**src/rtl/cpu_backend_macros.svh**
```systemverilog
`ifndef CPU_BACKEND_MACROS_SVH
`define CPU_BACKEND_MACROS_SVH

// data path width, fixed by RV32I
`define XLEN 32

// data memory size in words
`define DMEM_WORDS 256

// pc value carried by a bubble record
`define NOP_PC 32'hFFFF_FFFC

`endif

```
**src/rtl/cpu_backend_pkg.sv**
```systemverilog
`include "cpu_backend_macros.svh"

package cpu_backend_pkg;

    typedef logic [`XLEN-1:0] word_t;
    typedef logic [4:0]       regaddr_t;

    // word index width into data memory
    localparam int DMEM_AW = $clog2(`DMEM_WORDS);
    typedef logic [DMEM_AW-1:0] dmem_addr_t;

    // encodings follow funct3 of the load and store opcodes
    typedef enum logic [2:0] {
        MA_SIZE_B  = 3'b000,
        MA_SIZE_H  = 3'b001,
        MA_SIZE_W  = 3'b010,
        MA_SIZE_BU = 3'b100,
        MA_SIZE_HU = 3'b101
    } ma_size_t;

    typedef enum logic [1:0] {MEM_NONE, MEM_LOAD, MEM_STORE} mem_op_t;

    // record handed over by the execute stage
    typedef struct packed {
        word_t   pc;
        word_t   ir;
        mem_op_t mem_op;
        word_t   alu_result;  // also the effective address
        word_t   store_data;
        logic    wb_valid;
    } ex_mem_t;

    // memory to write-back pipeline register
    typedef struct packed {
        word_t      pc;
        word_t      ir;
        logic       load;
        ma_size_t   ma_size;
        logic [1:0] ma_alignment;
        word_t      wb_data;
        logic       wb_valid;
    } mem_wb_t;

    typedef struct packed {
        regaddr_t addr;
        word_t    data;
        logic     valid;
    } wb_write_t;

    typedef struct packed {
        dmem_addr_t addr;   // word index
        word_t      wdata;  // already in byte lanes
        logic [3:0] be;
        logic       we;
        logic       re;
    } dmem_req_t;

endpackage

```
**src/rtl/stage_writeback.sv**
```systemverilog
`timescale 1ns/10ps
`include "cpu_backend_macros.svh"

module stage_writeback
    import cpu_backend_pkg::*;
(
    input  mem_wb_t   mem_wb_i,
    input  word_t     dmem_read_data_i,
    output wb_write_t wb_o,
    output logic      empty_o
);

    word_t aligned;
    word_t load_data;

    // bring the addressed byte or halfword down to bit 0
    assign aligned = dmem_read_data_i >> {mem_wb_i.ma_alignment, 3'b000};

    always_comb begin
        case (mem_wb_i.ma_size)
            MA_SIZE_B:  load_data = {{24{aligned[7]}}, aligned[7:0]};
            MA_SIZE_H:  load_data = {{16{aligned[15]}}, aligned[15:0]};
            MA_SIZE_BU: load_data = {24'b0, aligned[7:0]};
            MA_SIZE_HU: load_data = {16'b0, aligned[15:0]};
            default:    load_data = aligned;  // word
        endcase
    end

    assign empty_o = (mem_wb_i.pc == `NOP_PC);

    always_comb begin
        wb_o.addr  = mem_wb_i.ir[11:7];  // rd
        wb_o.data  = mem_wb_i.load ? load_data : mem_wb_i.wb_data;
        // a bubble never writes back
        wb_o.valid = mem_wb_i.wb_valid & ~empty_o;
    end

endmodule

```
**config.mk**
```make
export PLATFORM = sky130hd
export DESIGN_NAME = stage_writeback
export DESIGN_NICKNAME = d
export VERILOG_FILES = /design/src/rtl/cpu_backend_pkg.sv /design/src/rtl/stage_writeback.sv
export VERILOG_INCLUDE_DIRS = /design/src /design/src/rtl
export SDC_FILE = /design/constraint.sdc
export NUM_CORES = 1
export LEC_CHECK = 0
export BUFFER_PORTS_ARGS = -buffer_cell sky130_fd_sc_hd__buf_2
export CORE_AREA = 2 2 67 69
export DETAILED_ROUTE_END_ITERATION = 7
export DIE_AREA = 0 0 69 71
export GPL_TIMING_DRIVEN = 0
export PLACE_DENSITY = 0.74
export SYNTH_ARGS = -nofsm -noshare
export SYNTH_HDL_FRONTEND = slang
export SYNTH_SLANG_ARGS = --single-unit
```
**constraint.sdc**
```tcl
create_clock -name vclk -period 6.4
set_input_delay 1.28 -clock vclk [all_inputs]
set_output_delay 1.28 -clock vclk [all_outputs]
set_load 0.005 [all_outputs]
```
==> out/metrics.cfg <==
[detailed_routing]
antenna_violating_nets_post_route = 0
via_count = 1739
drt-total-wl_mm = 4.82
drt-vias-per-instance = 5.16
drc = 0
wl_per_cell_um = 14.3
drt_iter0_drc = 57
dr.pass1.iters = 4

[timing]
slew_viol_final = 0
finalHoldViolCount = 0
worst_pin_slew_ns = 0.612
timing.fmax_mhz = 231
hold_ws_ns = 2.73
rsz0062_at_grt = false
setup_violations = 0
fin_tns_setup_ns = 0
max_slew_margin_pct = 59.2
fin_crit_sh_pct = 67.8
fin_crit_ns = 4.34

[logic_synthesis]
yosysTopAreaCell = mux2i_1
avgSynthCellArea_um2 = 7.06
synthCells = 146
ys_seq_area_share_pct = 0
synth_area_leaders = mux2i_1, mux2_2, a21oi_1
synth_cell_type_count = 28
syn_nets = 281
synth_area_um2 = 1030
yosys.area.top_type_share_pct = 16.5
synth_warnings = 0

[power]
p_leak_nw = 0.990
ir_worst_vdd_mv = 0.0222
powerDensity_nw_per_um2 = 68.7

[finish]
clockBufferCount = 0
regArea_um2 = 0
drive_above_1_share_pct = 56.8
fin_util_pct = 42.6
fillers = 436
fin_nets = 422
nFlopsAndLatches = 0
syn2layout_area_growth_pct = 73.8
antenna_cells = 0

[placed_design]
port-buffer-count = 139
place.gp.congestion = 0.874
hpwl_mm = 4.08

[cts]
ctsResizeCount = 0
ctsHoldBuffers = 0
post_cts_buffers = 0

[run_status]
outcome = finished, final reports clean

[global_routing]
gr-usage-all-layers_pct = 18.5
grt_pass1_vias = 1695
busiest_layer = met2
met2_usage_pct = 36.3
grt.overflow.total = 0
grt_pass1_wl_mm = 7.65
grt_max_degree = 11
antenna_found_initial = 0
gr-usage-met1_pct = 21.4
use_met3_pct = 2.71

[die]
die_area_um2 = 4900
core_um2 = 4200
die_height_um = 71
ios = 174
die_x_um = 69
start_util_pct = 24.5
rows = 24

[job]
maxCapViolCount = 0

[setup_path]
end_kind = output port
required_ns = 5.12
arrival_ns = 3.06
cp_max_fo = 10
cp-start-kind = input port
critPathKind = in2out

[hold_path]
hold_class = in2out

kinds of logic (layout without fill, tap and decap cells):
family / Yosys count / count (layout) / share of synthesized area, %
and+or+nand+nor: 51 / 51 / 26.0
muxes: 26 / 26 / 27.4
buffers and inverters: 20 / 159 / 10.9
AOI/OAI and AO/OA: 49 / 49 / 35.7
power by group:
group	total [mW]	switching, mW	internal [mW]
combinational	0.123	0.0560	0.0670
sequential	0	0	0
clock	0	0	0
area by class of cell:
cell class	instances	area, um^2	area share (%)
plain buffers	19	109	6.08
inverters	1	3.75	0.209
multi-input cells	126	918	51.3
well taps	52	65.1	3.63
repair buffers	139	696	38.8
per-layer routing:
metal	vias to the layer above	part of all wire, %	wire length (um)
met1	773	38	1840
li1	846	-	-
met3	6	9.2	442
met2	114	52	2490
met4	0	1.1	51
met5	-	0	0
synth_stat cells:
master	number
o22ai_1	1
mux2_2	8
a211o_1	8
o21ai_0	2
mux4_2	1
clkbuf_1	8
mux2i_1	17
nand2_1	11
a21oi_1	15
nand4_1	7
buf_6	2
buf_2	3
o31a_1	1
or4_1	2
nand2b_1	1
a211oi_1	7
or2_2	1
buf_4	5
nor4_4	1
nand3b_1	1
a221o_2	2
nor2b_1	9
nor4_1	1
buf_1	1
inv_1	1
nor2_1	17
o2bb2ai_1	6
a221o_1	7
cells in the final DEF, fill, tap and decap left out:
cell       instances
o2bb2ai_1          6
a211o_1            8
buf_6              2
nor4_4             1
or4_1              2
a221o_1            7
mux2i_1           17
nand4_1            7
nor2_1            17
buf_4              5
nor2b_1            9
inv_1              1
nand2b_1           1
or2_2              1
a21oi_1           15
o22ai_1            1
buf_2            142
a221o_2            2
mux2_2             8
buf_1              1
o31a_1             1
nand3b_1           1
mux4_2             1
a211oi_1           7
o21ai_0            2
clkbuf_1           8
nor4_1             1
nand2_1           11
final timing paths:
kind	startpoint	to	slack (ns)	depth (start not counted)
worst max-delay path	mem_wb_i[34]	wb_o[31]	2.06	6
worst min-delay path	mem_wb_i[46]	wb_o[33]	2.73	2
metrics by stage:
stage	instances	cell area (um^2)	setup WS [ns]	power, mW
floorplan	146	1030	2.44	0.0599
global placement	337	1790	2.05	0.122
detailed placement	337	1790	2.07	0.123
CTS	337	1790	2.07	0.124
global route	337	1790	1.92	0.136
finish	337	1790	2.06	0.123
critical path: stages:
cell and delay [ns]:
clkbuf_1 0.30, mux4_2 0.59, nor4_4 0.41, buf_6 0.24, a221o_2 0.12, buf_2 0.11
No activity file was read; power rests on OpenSTA's default activity.
