## config.mk

```make
export PLATFORM = sky130hd
export DESIGN_NAME = stage_memory
export DESIGN_NICKNAME = d
export VERILOG_FILES = /design/src/rtl/cpu_backend_pkg.sv /design/src/rtl/stage_memory.sv
export VERILOG_INCLUDE_DIRS = /design/src /design/src/rtl
export SDC_FILE = /design/constraint.sdc
export NUM_CORES = 1
export LEC_CHECK = 0
export BUFFER_PORTS_ARGS = -buffer_cell sky130_fd_sc_hd__buf_4
export CORE_AREA = 2 2 108 110
export DETAILED_ROUTE_END_ITERATION = 6
export DIE_AREA = 0 0 110 112
export SLEW_MARGIN = 20
export SYNTH_ARGS = -nofsm -noshare
export SYNTH_HDL_FRONTEND = slang
export SYNTH_SLANG_ARGS = --single-unit
```

## constraint.sdc

```tcl
create_clock -name clk_i -period 1.32 [get_ports clk_i]
set_input_delay 0.198 -clock clk_i [delete_from_list [all_inputs] [get_ports clk_i]]
set_output_delay 0.198 -clock clk_i [all_outputs]
set_load 0.03 [all_outputs]
```

## src/rtl/cpu_backend_macros.svh

```systemverilog
`ifndef CPU_BACKEND_MACROS_SVH
`define CPU_BACKEND_MACROS_SVH

// data path width, fixed by RV32I
`define XLEN 32

// data memory size in words
`define DMEM_WORDS 256

// pc value carried by a bubble record
`define NOP_PC 32'hFFFF_FFFC

`endif

```

## src/rtl/cpu_backend_pkg.sv

```systemverilog
`include "cpu_backend_macros.svh"

package cpu_backend_pkg;

    typedef logic [`XLEN-1:0] word_t;
    typedef logic [4:0]       regaddr_t;

    // word index width into data memory
    localparam int DMEM_AW = $clog2(`DMEM_WORDS);
    typedef logic [DMEM_AW-1:0] dmem_addr_t;

    // encodings follow funct3 of the load and store opcodes
    typedef enum logic [2:0] {
        MA_SIZE_B  = 3'b000,
        MA_SIZE_H  = 3'b001,
        MA_SIZE_W  = 3'b010,
        MA_SIZE_BU = 3'b100,
        MA_SIZE_HU = 3'b101
    } ma_size_t;

    typedef enum logic [1:0] {MEM_NONE, MEM_LOAD, MEM_STORE} mem_op_t;

    // record handed over by the execute stage
    typedef struct packed {
        word_t   pc;
        word_t   ir;
        mem_op_t mem_op;
        word_t   alu_result;  // also the effective address
        word_t   store_data;
        logic    wb_valid;
    } ex_mem_t;

    // memory to write-back pipeline register
    typedef struct packed {
        word_t      pc;
        word_t      ir;
        logic       load;
        ma_size_t   ma_size;
        logic [1:0] ma_alignment;
        word_t      wb_data;
        logic       wb_valid;
    } mem_wb_t;

    typedef struct packed {
        regaddr_t addr;
        word_t    data;
        logic     valid;
    } wb_write_t;

    typedef struct packed {
        dmem_addr_t addr;   // word index
        word_t      wdata;  // already in byte lanes
        logic [3:0] be;
        logic       we;
        logic       re;
    } dmem_req_t;

endpackage

```

## src/rtl/stage_memory.sv

```systemverilog
`timescale 1ns/10ps
`include "cpu_backend_macros.svh"

module stage_memory
    import cpu_backend_pkg::*;
(
    input  logic      clk_i,
    input  logic      rst_n_i,
    input  ex_mem_t   ex_i,
    output dmem_req_t dmem_req_o,
    output mem_wb_t   mem_wb_o
);

    ma_size_t   ma_size;
    logic [1:0] ma_alignment;
    logic       is_load;
    logic       is_store;
    logic [3:0] store_be;
    word_t      store_wdata;

    assign ma_size      = ma_size_t'(ex_i.ir[14:12]);  // funct3
    assign ma_alignment = ex_i.alu_result[1:0];
    assign is_load      = (ex_i.mem_op == MEM_LOAD);
    assign is_store     = (ex_i.mem_op == MEM_STORE);

    // byte lanes and replicated store data per access size
    always_comb begin
        store_be    = 4'b0000;
        store_wdata = ex_i.store_data;
        case (ma_size)
            MA_SIZE_B: begin
                store_be    = 4'b0001 << ma_alignment;
                store_wdata = {4{ex_i.store_data[7:0]}};
            end
            MA_SIZE_H: begin
                store_be    = 4'b0011 << ma_alignment;  // alignment is 0 or 2
                store_wdata = {2{ex_i.store_data[15:0]}};
            end
            MA_SIZE_W: begin
                store_be = 4'b1111;
            end
            default: begin
                // unsigned sizes are not legal for stores
                store_be = 4'b0000;
            end
        endcase
    end

    always_comb begin
        dmem_req_o.addr  = ex_i.alu_result[DMEM_AW+1:2];
        dmem_req_o.wdata = store_wdata;
        dmem_req_o.be    = is_store ? store_be : 4'b0000;
        dmem_req_o.we    = is_store;
        dmem_req_o.re    = is_load;
    end

    // pipeline register toward write-back, bubble out of reset
    always_ff @(posedge clk_i or negedge rst_n_i) begin
        if (!rst_n_i) begin
            mem_wb_o.pc           <= `NOP_PC;
            mem_wb_o.ir           <= '0;
            mem_wb_o.load         <= 1'b0;
            mem_wb_o.ma_size      <= MA_SIZE_W;
            mem_wb_o.ma_alignment <= 2'b00;
            mem_wb_o.wb_data      <= '0;
            mem_wb_o.wb_valid     <= 1'b0;
        end else begin
            mem_wb_o.pc           <= ex_i.pc;
            mem_wb_o.ir           <= ex_i.ir;
            mem_wb_o.load         <= is_load;
            mem_wb_o.ma_size      <= ma_size;
            mem_wb_o.ma_alignment <= ma_alignment;
            mem_wb_o.wb_data      <= ex_i.alu_result;
            mem_wb_o.wb_valid     <= ex_i.wb_valid & ~is_store;  // stores never write rd
        end
    end

endmodule

```

==> run summary <==
DRT Wirelength: 10.9 mm
CTS tree: yes
max-cap viol count: 0
largest net degree at the start of global routing: 55
crit path max fanout: 6
asr flop ratio synth: 1.00
# setup viols final: 11
cells along the critical path: buf_8 > or2_4 > buf_8 > mux2_4 > buf_6
relative slew slack: 0.816
Reg clk slew, reported paths: 0.06 ns
Int Pwr: 5.46 mW
Site Rows: 39
vias in the first global route: 3,175
Post-synth top cells: 68 x dfrtp_1, 31 x dfstp_2, 23 x buf_4
CP most frequent cell: buf_8
switch share: 0.272
syn avg cell area: 17.4 um2
count leader, synth: dfrtp_1
CTS max path bufs: 2
# diodes: 0
Pre-Repair DR Iteration Count: 4
DR vias/cell: 4.11
static leakage: 3.36 nW
Yosys Warn Count: 0
GRT Total Usage: 0.175
Die H: 112 um
final period utilization: 1.02
initial antenna violation count: 0
Root Buffer Master: clkbuf_16
min cycle time layout: 1.34 ns
Post-Synthesis Cell Area: 3210 um2
Area Growth Syn to Fin: 115%
total congestion overflow: 0
Syn Nets: 317
final worst slack: -0.0201 ns
endpoint type of the worst setup path: primary output
RSZ-0062 raised after global routing: yes
startpoint types: primary input
num ports: 282
ys flop type: dfrtp_1
DIE AREA: 12,300 um2
overall power: 7.51 mW
Detailed Route Iter0 Violations: 137
H-tree depth: 3
Crit. Startpoint: ex_i[80]
layout cells sized above 1: 0.664
Max Slew Vio Count: 0
Placeable Area: 11,200 um2
Die W: 110 um
gate count after technology mapping: 184
total CTS buffers: 9
Remaining DRCs: 0
WS Path Type: primary input to primary output
number of port buffers: 281
Max IR drop VDD: 0.871 mV
registers with the most flip-flops: mem_wb_o x99
register bit total from synthesis: 99
pwr/cell area: 1090 nW/um2
Clock Sinks: 99
Distinct cells, synth: 24
nets: 693
Worst Hold Class: primary input to flip-flop
Vias: 2,911
max FFs per register: 99
Largest Register: mem_wb_o
main area contributors after synthesis: dfrtp_1 53%, dfstp_2 25%, buf_4 5.4%
Comb pwr share: 0.245
post-synth top area cell: dfrtp_1
post-synth top area share: 0.530
gpl congestion: 0.708
sequential fraction of the synthesis area: 0.784
ANT nets after route: 0
Clock Power Share: 0.319
final hold vios: 0
dpl cells: 597
status: complete, but fails checks
P_sw: 2.05 mW
critical path's slowest cell: mux2_4
Least-Margin Pin Slew: 0.276 ns
first-pass GRT wire length: 15.9 mm
Non-Filler Instances: 708
worst setup path endpoint: dmem_req_o[28]
failing checks: negative setup slack
Starting Density: 0.287
Seq pwr share: 0.436
EDFF count, synth: 0
Max stage delay on crit path: 0.30 ns
critical path required time: 1.12 ns
drt wl/cell: 15.4 um
Arrival @ worst endpoint: 1.14 ns
Highest Clock Rate: 746 MHz
fill cell count: 831
Post-DP HPWL: 7.64 mm
cell type report:
cell class | instances | area (um2) | share of cell area
Clock buffer | 12 | 246 | 0.0357
Clock inverter | 4 | 26.3 | 0.00381
Inverter | 1 | 3.75 | 0.000544
Multi-Input combinational cell | 57 | 581 | 0.0842
Sequential cell | 99 | 2520 | 0.365
Tap cell | 143 | 179 | 0.0259
Timing Repair Buffer | 392 | 3340 | 0.485
repair_timing:
item / in CTS / in global routing
pin swaps: 5 / 4
setup buffers: 0 / 1
gates resized for setup: 38 / 6
setup endpoints to repair: 23 / 20
hold endpoints to repair: 133 / 0
hold buffers: 94 / 0
worst min path at each step:
stage / slack, ns / endpoint / startpoint / depth (start not counted)
floorplan: -0.1 / mem_wb_o[0] / rst_n_i / 0
CTS: 0.08 / mem_wb_o[0] / ex_i[0] / 2
detailed placement: 0.06 / mem_wb_o[8] / rst_n_i / 1
global placement: 0.06 / mem_wb_o[5] / rst_n_i / 1
global route: 0.10 / mem_wb_o[52] / ex_i[80] / 2
finish: 0.08 / mem_wb_o[0] / ex_i[0] / 2
critical path, delay by kind of cell:
kind                   cells  cell delay [ns]
buffers and inverters      3             0.39
muxes                      1             0.30
and+or+nand+nor            1             0.26
through the flow:
| step | setup slack (ns) | util | instance area (um2) | setup TNS, ns | hold slack (ns) |
|---|---|---|---|---|---|
| CTS | -0.0274 | 0.614 | 6860 | -0.119 | 0.0793 |
| floorplan | -0.0656 | - | 3280 | -0.0724 | -0.0976 |
| finish | -0.0201 | 0.617 | 6900 | -0.123 | 0.0846 |
| global route | -0.0406 | 0.617 | 6900 | -0.581 | 0.102 |
| global placement | -0.103 | 0.493 | 5510 | -1.62 | 0.0611 |
| detailed placement | -0.0953 | 0.493 | 5510 | -1.62 | 0.0595 |
layout by cell type (no fill, tap or decap), drive strengths merged:
cell type / n
clkbuf: 12
mux2i: 8
mux2: 16
nor2b: 3
or3: 1
clkinvlp: 1
and2: 1
a211oi: 2
dfrtp: 68
nand3b: 1
dlygate4sd3: 94
dfstp: 31
or3b: 1
a21oi: 1
o21bai: 1
clkinv: 3
buf: 298
nor3: 1
a311oi: 1
inv: 1
or2: 1
o21ai: 17
nand2b: 2
layer usage:
metal | up-vias | global-route usage | wire [um]
met2 | 174 | 0.328 | 5900
li1 | 1348 | - | -
met3 | 17 | 0.0439 | 1070
met5 | - | 0 | 0
met1 | 1372 | 0.172 | 3690
met4 | 0 | 0.0886 | 275
logic make-up (layout without fill, tap and decap cells):
group / count (synthesis) / after routing / share of synthesized area
AO/OA/AOI/OAI: 22 / 22 / 0.0398
AND/OR/NAND/NOR: 11 / 11 / 0.0265
buffers and inverters: 28 / 409 / 0.0659
multiplexers: 24 / 24 / 0.0835
flip-flops: 99 / 99 / 0.784
power by group through the flow:
stage / logic, mW / registers (mW) / clock network, mW
after floorplan: 0.411 / 3.66 / 0
after global placement: 1.53 / 3.32 / 0
after detailed placement: 1.55 / 3.33 / 0
after CTS: 1.84 / 3.27 / 2.47
after global routing: 1.94 / 3.29 / 2.61
final: 1.84 / 3.28 / 2.40
Power figures use the tool's default switching activity.
