`src/rtl/cpu_backend_macros.svh`:
```
`ifndef CPU_BACKEND_MACROS_SVH
`define CPU_BACKEND_MACROS_SVH

// data path width, fixed by RV32I
`define XLEN 32

// data memory size in words
`define DMEM_WORDS 256

// pc value carried by a bubble record
`define NOP_PC 32'hFFFF_FFFC

`endif

```
`src/rtl/cpu_backend_pkg.sv`:
```
`include "cpu_backend_macros.svh"

package cpu_backend_pkg;

    typedef logic [`XLEN-1:0] word_t;
    typedef logic [4:0]       regaddr_t;

    // word index width into data memory
    localparam int DMEM_AW = $clog2(`DMEM_WORDS);
    typedef logic [DMEM_AW-1:0] dmem_addr_t;

    // encodings follow funct3 of the load and store opcodes
    typedef enum logic [2:0] {
        MA_SIZE_B  = 3'b000,
        MA_SIZE_H  = 3'b001,
        MA_SIZE_W  = 3'b010,
        MA_SIZE_BU = 3'b100,
        MA_SIZE_HU = 3'b101
    } ma_size_t;

    typedef enum logic [1:0] {MEM_NONE, MEM_LOAD, MEM_STORE} mem_op_t;

    // record handed over by the execute stage
    typedef struct packed {
        word_t   pc;
        word_t   ir;
        mem_op_t mem_op;
        word_t   alu_result;  // also the effective address
        word_t   store_data;
        logic    wb_valid;
    } ex_mem_t;

    // memory to write-back pipeline register
    typedef struct packed {
        word_t      pc;
        word_t      ir;
        logic       load;
        ma_size_t   ma_size;
        logic [1:0] ma_alignment;
        word_t      wb_data;
        logic       wb_valid;
    } mem_wb_t;

    typedef struct packed {
        regaddr_t addr;
        word_t    data;
        logic     valid;
    } wb_write_t;

    typedef struct packed {
        dmem_addr_t addr;   // word index
        word_t      wdata;  // already in byte lanes
        logic [3:0] be;
        logic       we;
        logic       re;
    } dmem_req_t;

endpackage

```
`src/rtl/register_file.sv`:
```
`timescale 1ns/10ps

module register_file
    import cpu_backend_pkg::*;
(
    input  logic      clk_i,
    input  logic      rst_n_i,
    input  wb_write_t wr_i,
    input  regaddr_t  rs_addr_i,
    output word_t     rs_data_o
);

    // x0 has no storage
    word_t regs [1:31];

    always_ff @(posedge clk_i or negedge rst_n_i) begin
        if (!rst_n_i) begin
            for (int i = 1; i < 32; i++) begin
                regs[i] <= '0;
            end
        end else if (wr_i.valid && (wr_i.addr != 5'd0)) begin
            regs[wr_i.addr] <= wr_i.data;
        end
    end

    // combinational read, x0 reads as zero
    assign rs_data_o = (rs_addr_i == 5'd0) ? '0 : regs[rs_addr_i];

endmodule

```
`config.mk`:
```
export PLATFORM = sky130hd
export DESIGN_NAME = register_file
export DESIGN_NICKNAME = d
export VERILOG_FILES = /design/src/rtl/cpu_backend_pkg.sv /design/src/rtl/register_file.sv
export VERILOG_INCLUDE_DIRS = /design/src /design/src/rtl
export SDC_FILE = /design/constraint.sdc
export NUM_CORES = 1
export LEC_CHECK = 0
export BUFFER_PORTS_ARGS = -buffer_cell sky130_fd_sc_hd__buf_2
export CAP_MARGIN = 10
export CELL_PAD_IN_SITES_DETAIL_PLACEMENT = 1
export CELL_PAD_IN_SITES_GLOBAL_PLACEMENT = 2
export CORE_AREA = 2 2 351 266
export CTS_BUF_LIST = sky130_fd_sc_hd__clkbuf_16
export DETAILED_ROUTE_END_ITERATION = 10
export DIE_AREA = 0 0 353 268
export PLACE_DENSITY_LB_ADDON = 0.05
export SYNTH_ARGS = -nofsm -noshare
export SYNTH_HDL_FRONTEND = slang
export SYNTH_SLANG_ARGS = --single-unit
```
`constraint.sdc`:
```
create_clock -name clk_i -period 2.6 [get_ports clk_i]
set_input_delay 0.13 -clock clk_i [delete_from_list [all_inputs] [get_ports clk_i]]
set_output_delay 0.13 -clock clk_i [all_outputs]
set_load 0.1 [all_outputs]
```
==> results of run 1 <==
==> cell type report <==
class                      instances  area (um2)  area share [%]
sequential                       992       24800            47.3
multi-input combinational       1851       19700            37.6
timing repair buffer             260        3080            5.88
clock buffer                     103        2580            4.91
tap                             1225        1530            2.92
clock inverter                    87         718            1.37
==> worst paths after layout <==
check	start	to
min in group asynchronous	rst_n_i	regs[33]
min reg2reg	regs[211]	regs[211]
max in group asynchronous	rst_n_i	regs[598]
max	regs[553]	rs_data_o[9]
max reg2reg	regs[611]	regs[611]
min	wr_i[18]	regs[49]
==> kinds of logic (layout without fill, tap and decap cells) <==
logic type	count (synthesis)	after routing	share of synthesized area, %
muxes	1408	1408	35.7
DFF	992	992	54.7
buffers and inverters	319	450	3.43
AOI/OAI and AO/OA	256	256	3.88
and+or+nand+nor	187	187	2.31
==> where the power goes <==
group / switching (W) / total (W) / internal, W / leakage [nW]
registers: 0.00162 / 0.0201 / 0.0184 / 12.7
logic: 0.00358 / 0.00763 / 0.00405 / 9.61
clock network: 0.00642 / 0.0148 / 0.00838 / 1.68
==> metrics by stage <==
step           utilization [%]  hold WS (ns)  total power (W)  cells
5_1_grt                   57.6        0.0684           0.0443   4518
2_1_floorplan                -        -0.166           0.0252   3162
6_report                  57.6        0.0641           0.0425   4518
4_1_cts                   57.6        0.0137           0.0428   4519
3_5_place_dp              53.9         0.142           0.0279   4326
3_3_place_gp              53.9         0.132           0.0272   4326
==> worst reg2reg max path: cells and delay by family (launching register included) <==
kind / cells / cell delay (ns)
flip-flops: 1 / 0.39
multiplexers: 1 / 0.29
buffers and inverters: 1 / 0.13
==> placed cells by master (no fill, tap or decap), types with 12 or more instances in the layout <==
master / instances
a211oi_2: 13
a22oi_1: 32
a221o_1: 32
buf_2: 40
dfrtp_1: 992
buf_4: 118
a21oi_1: 32
clkinv_2: 29
a211oi_1: 19
nor2b_1: 35
mux2_2: 941
nor2_4: 12
mux2_1: 83
bufinv_16: 12
mux4_2: 64
clkbuf_16: 103
nor3_1: 64
nor4_4: 32
clkinv_1: 29
nand2_2: 12
o22ai_1: 128
mux2i_1: 320
buf_12: 96
==> timing repair <==
action / 4_1_cts / 5_1_grt
setup buffers: 0 / 1
pin swaps: 3 / 4
setup endpoints to repair: 9 / 11
gates resized for setup: 8 / 7
hold endpoints to repair: 296 / 0
gates cloned: 0 / 0
hold buffers: 3 / 0
==> layer usage <==
layer,track usage [%],vias up,routed length (um)
met2,48.4,617,65900
met3,4.77,233,6040
met4,9.03,6,4230
li1,-,11800,-
met1,42.3,15400,64100
met5,0,-,43
==> results.toml, run 1 <==
[critical_path]
required_ns = 2.47
r2r_cells = 2
worst_path_max_delay_cell = "mux4_2"
r2r_slack_ns = 1.67
worst-setup-path-type = "reg -> out"
startpoint_type = "register"
cp_cell_sequence = "mux4_2, nor2b_1, a211oi_2, nor4_4, buf_4, buf_12"
slowest_delay_ns = 0.46
critPathCaptureType = "output pin"
path_buf_inv = 2
cpLargestDelayFamily = "multiplexers"
cp_max_fo = 2
crit_cells = 6
crit_arrival_ns = 2.41

[global_route]
antenna_found_initial = 7
grt_pass1_vias = 31000
grt-ovfl-total = 0
grt_usage_pct = 30.1
grt_pass1_wl_um = 210000
grt_max_degree = 97

[sta]
worst_slew_pin_slew_ns = 0.874
fin_ws_ns = 0.0610
setup_violations = 0
max_slew_margin_pct = 41.7
finalMaxSlewViolations = 0
fmax_ghz = 0.394
final.setup_skew_ns = 0
rsz0062_at_grt = "yes"
finalSetupTns_ns = 0
hold_violations = 0
period_minus_slack_ns = 2.54
fin_crit_sh_pct = 97.7

[flow_run]
cap_violations = 0

[synthesis]
synthCells = 3162
yosys.area.top_type_share_pct = 54.7
synth_area_leader_cell = "dfrtp_1"
postSynthAreaPerCell_um2 = 14.3
yosysSeqAreaShare_pct = 54.7
synth_edf_count = 0
ys_ff_latch = 992
synth_ff_type = "dfrtp_1"
yosysMostFrequentCell = "dfrtp_1"
synthTopCellsByArea = "dfrtp_1 55%, mux2_2 23%, mux2i_1 7.1%, mux4_2 3.2%, mux2_1 2.1%"
synth_nets = 3207
syn_area_um2 = 45400
synth.distinct_cells = 34
synthTopCellsByCount = "992 x dfrtp_1, 941 x mux2_2, 320 x mux2i_1"
async_flop_share_pct = 100
ys_warn_count = 0

[pwr]
power.leakage_nw = 24.0
powerDensity_nw_per_um2 = 810
ir_drop_v = 0.000599

[final_layout]
fillers = 8445
largest_reg_flops = 992
largest_register = "regs"
drive_above_1_share_pct = 45.6
nNetsFinal = 3251
final_area_um2 = 52500
antenna_cells = 0
area_growth_pct = 15.6
reg_top3 = "regs: 992 flops"

[clocking]
cts_inserted_buffers = 101
root_buffer = "clkbuf_16"
htreeDepth = 3
cts_sinks = 992
clock_path_buffers = 3
cts_tree = "yes"
cts.clk_slew.worst_paths_ns = 0.07
clk_latency_ns = 0.68

[floorplanning]
die_h_um = 268
die_x_um = 353
core-area_um2 = 91000
fp-row-count = 96
start_util_pct = 49.8
die-area_um2 = 94600
ios = 77

[drt]
first_pass_iters = 5
drc = 0
antenna_left = 0
drt_iter0_markers = 1984
wl_um = 140000
viasPerCell = 6.21
wl_per_cell_um = 31.0
vias = 28000

[placed_design]
post-place-ws_ns = 0.108
dpl-instance-area_um2 = 49100
detailed_place_hpwl_um = 81800
numPortBuffers = 76
gp_congestion = 0.773

[min_path]
hp-class = "in -> reg"
hold_depth = 2

[run_status]
outcome = "finished clean"
Power figures use the tool's default switching activity.
==> run 2: changes to the inputs <==
- CORE_AREA: 2 2 351 266 -> 2 2 364 258
- CTS_CLUSTER_SIZE: default -> 12
- DIE_AREA: 0 0 353 268 -> 0 0 366 260
==> results.toml, run 2 (same netlist as run 1, synthesis figures left out) <==
[run_status]
outcome = "finished clean"

[sta]
final.setup_skew_ns = 0
max_slew_margin_pct = 37.7
holdWs_ns = 0.0540
rsz0062_at_grt = "no"
fmax_ghz = 0.398
fin_ws_ns = 0.0871
setup_violations = 0
period_minus_slack_ns = 2.51
worst_slew_pin_slew_ns = 0.935
fin_crit_sh_pct = 96.6
hold_violations = 0
finalMaxSlewViolations = 0

[drt]
wl_um = 139000
dr.max_layer_used = "met5"
wl_per_cell_um = 30.8
viasPerCell = 6.24
wl_met2_um = 66400
wl_met3_um = 5650
drt_iter0_markers = 1934
wl_met1_um = 63400
antenna_left = 0
first_pass_iters = 4
drc = 0
vias = 28100

[placed_design]
post-place-ws_ns = 0.133
detailed_place_hpwl_um = 82800
gp_congestion = 0.776
numPortBuffers = 76

[critical_path]
r2r_slack_ns = 1.77
r2r_cells = 1
r2r-start = "regs[812]"
r2r_end = "regs[812]"
critPathCaptureType = "output pin"
startpoint_type = "register"
worst-setup-path-type = "reg -> out"
cp_max_fo = 2
crit_arrival_ns = 2.38
required_ns = 2.47

[final_layout]
largest_register = "regs"
area_growth_pct = 14.4
final_common_cell = "dfrtp_1"
multi_input_area_um2 = 19700
fillers = 8523
layout.cells.most_common_list = "992 x dfrtp_1, 941 x mux2_2, 320 x mux2i_1, 128 x o22ai_1, 122 x buf_4"
largest_reg_flops = 992
nNetsFinal = 3242
drive_above_1_share_pct = 45.1
reg_top3 = "regs: 992 flops"
regArea_um2 = 24800

[pwr]
ir_drop_v = 0.000497
powerDensity_nw_per_um2 = 790
power.leakage_nw = 23.7

[floorplanning]
die-area_um2 = 95200
die_x_um = 366
core-area_um2 = 91500
fp-row-count = 93
die_h_um = 260
start_util_pct = 49.6
ios = 77

[global_route]
grt_max_degree = 111
grt_pass1_vias = 31000
grt_usage_pct = 29.6
antenna_found_initial = 4
grt_pass1_wl_um = 209000
grt-ovfl-total = 0

[clocking]
root_buffer = "clkbuf_16"
cts_tree = "yes"
cts_inserted_buffers = 101
cts.clk_slew.worst_paths_ns = 0.06
clock_path_buffers = 3
cts_sinks = 992
clk_latency_ns = 0.68
htreeDepth = 3
post_cts.repair.setup_buffers = 0

[min_path]
min_from = "wr_i[29]"
hold_end = "regs[92]"
hp-class = "in -> reg"
hold_depth = 2

[flow_run]
cap_violations = 0
==> run 2: cell count changes in the layout (fill, tap and decap cells not counted), moves of 4 or more <==
| cell | previous run | this run |
|---|---|---|
| bufinv_16 | 12 | 1 |
| inv_1 | 11 | 29 |
| a211oi_2 | 13 | 20 |
| buf_4 | 118 | 122 |
| buf_12 | 96 | 84 |
| clkinv_1 | 29 | 20 |
| a211oi_1 | 19 | 12 |
| clkinv_2 | 29 | 13 |
==> run 2: layout make-up <==
type / count / share of cell area [%]
clock inverter: 67 / 0.620
antenna: 2 / 0.00964
multi-input combinational: 1851 / 38.0
timing repair buffer: 251 / 5.51
sequential: 992 / 47.8
clock buffer: 104 / 5.01
tap: 1235 / 2.98
==> run 2: metrics by stage <==
step	utilization [%]	TNS, ns	std cells	cell area [um2]	power [W]
2_1_floorplan	-	-0.431	3162	45800	0.0252
3_3_place_gp	53.4	0	4327	48800	0.0272
3_5_place_dp	53.4	0	4327	48800	0.0279
4_1_cts	56.7	0	4500	51800	0.0413
5_1_grt	56.7	0	4500	51900	0.0429
6_report	56.7	0	4502	51900	0.0410
==> run 2: how the worst max path moves through the flow <==
stage,from,to,slack [ns],depth (start not counted)
floorplan,rs_addr_i[1],rs_data_o[23],-0.43,8
global placement,rs_addr_i[1],rs_data_o[26],0.16,8
detailed placement,rs_addr_i[1],rs_data_o[26],0.13,8
CTS,regs[546],rs_data_o[2],0.004,5
global route,regs[630],rs_data_o[22],0.001,5
finish,regs[630],rs_data_o[22],0.09,5
==> run 2: what timing repair did <==
action | CTS | global route
hold buffers | 2 | 0
pin swaps | 0 | 1
resized for setup | 10 | 12
endpoints found under the hold margin | 726 | 0
setup endpoints to repair | 10 | 12
==> run 2: power by group <==
part	switching [W]	internal (W)
Clock	0.00607	0.00724
Combinational	0.00357	0.00401
Sequential	0.00162	0.0185
==> run 2: routing by layer <==
metal	track usage, %	vias up
met5	0	-
met4	7.53	2
met3	4.46	191
met2	48.3	579
met1	41.6	15600
li1	-	11700
==> run 2: critical path, stage by stage, from the launching register on <==
cell and delay [ns]:
dfrtp_1 0.40, mux4_2 0.45, nor2b_1 0.14, a211oi_1 0.42, nor4_4 0.08, buf_12 0.19
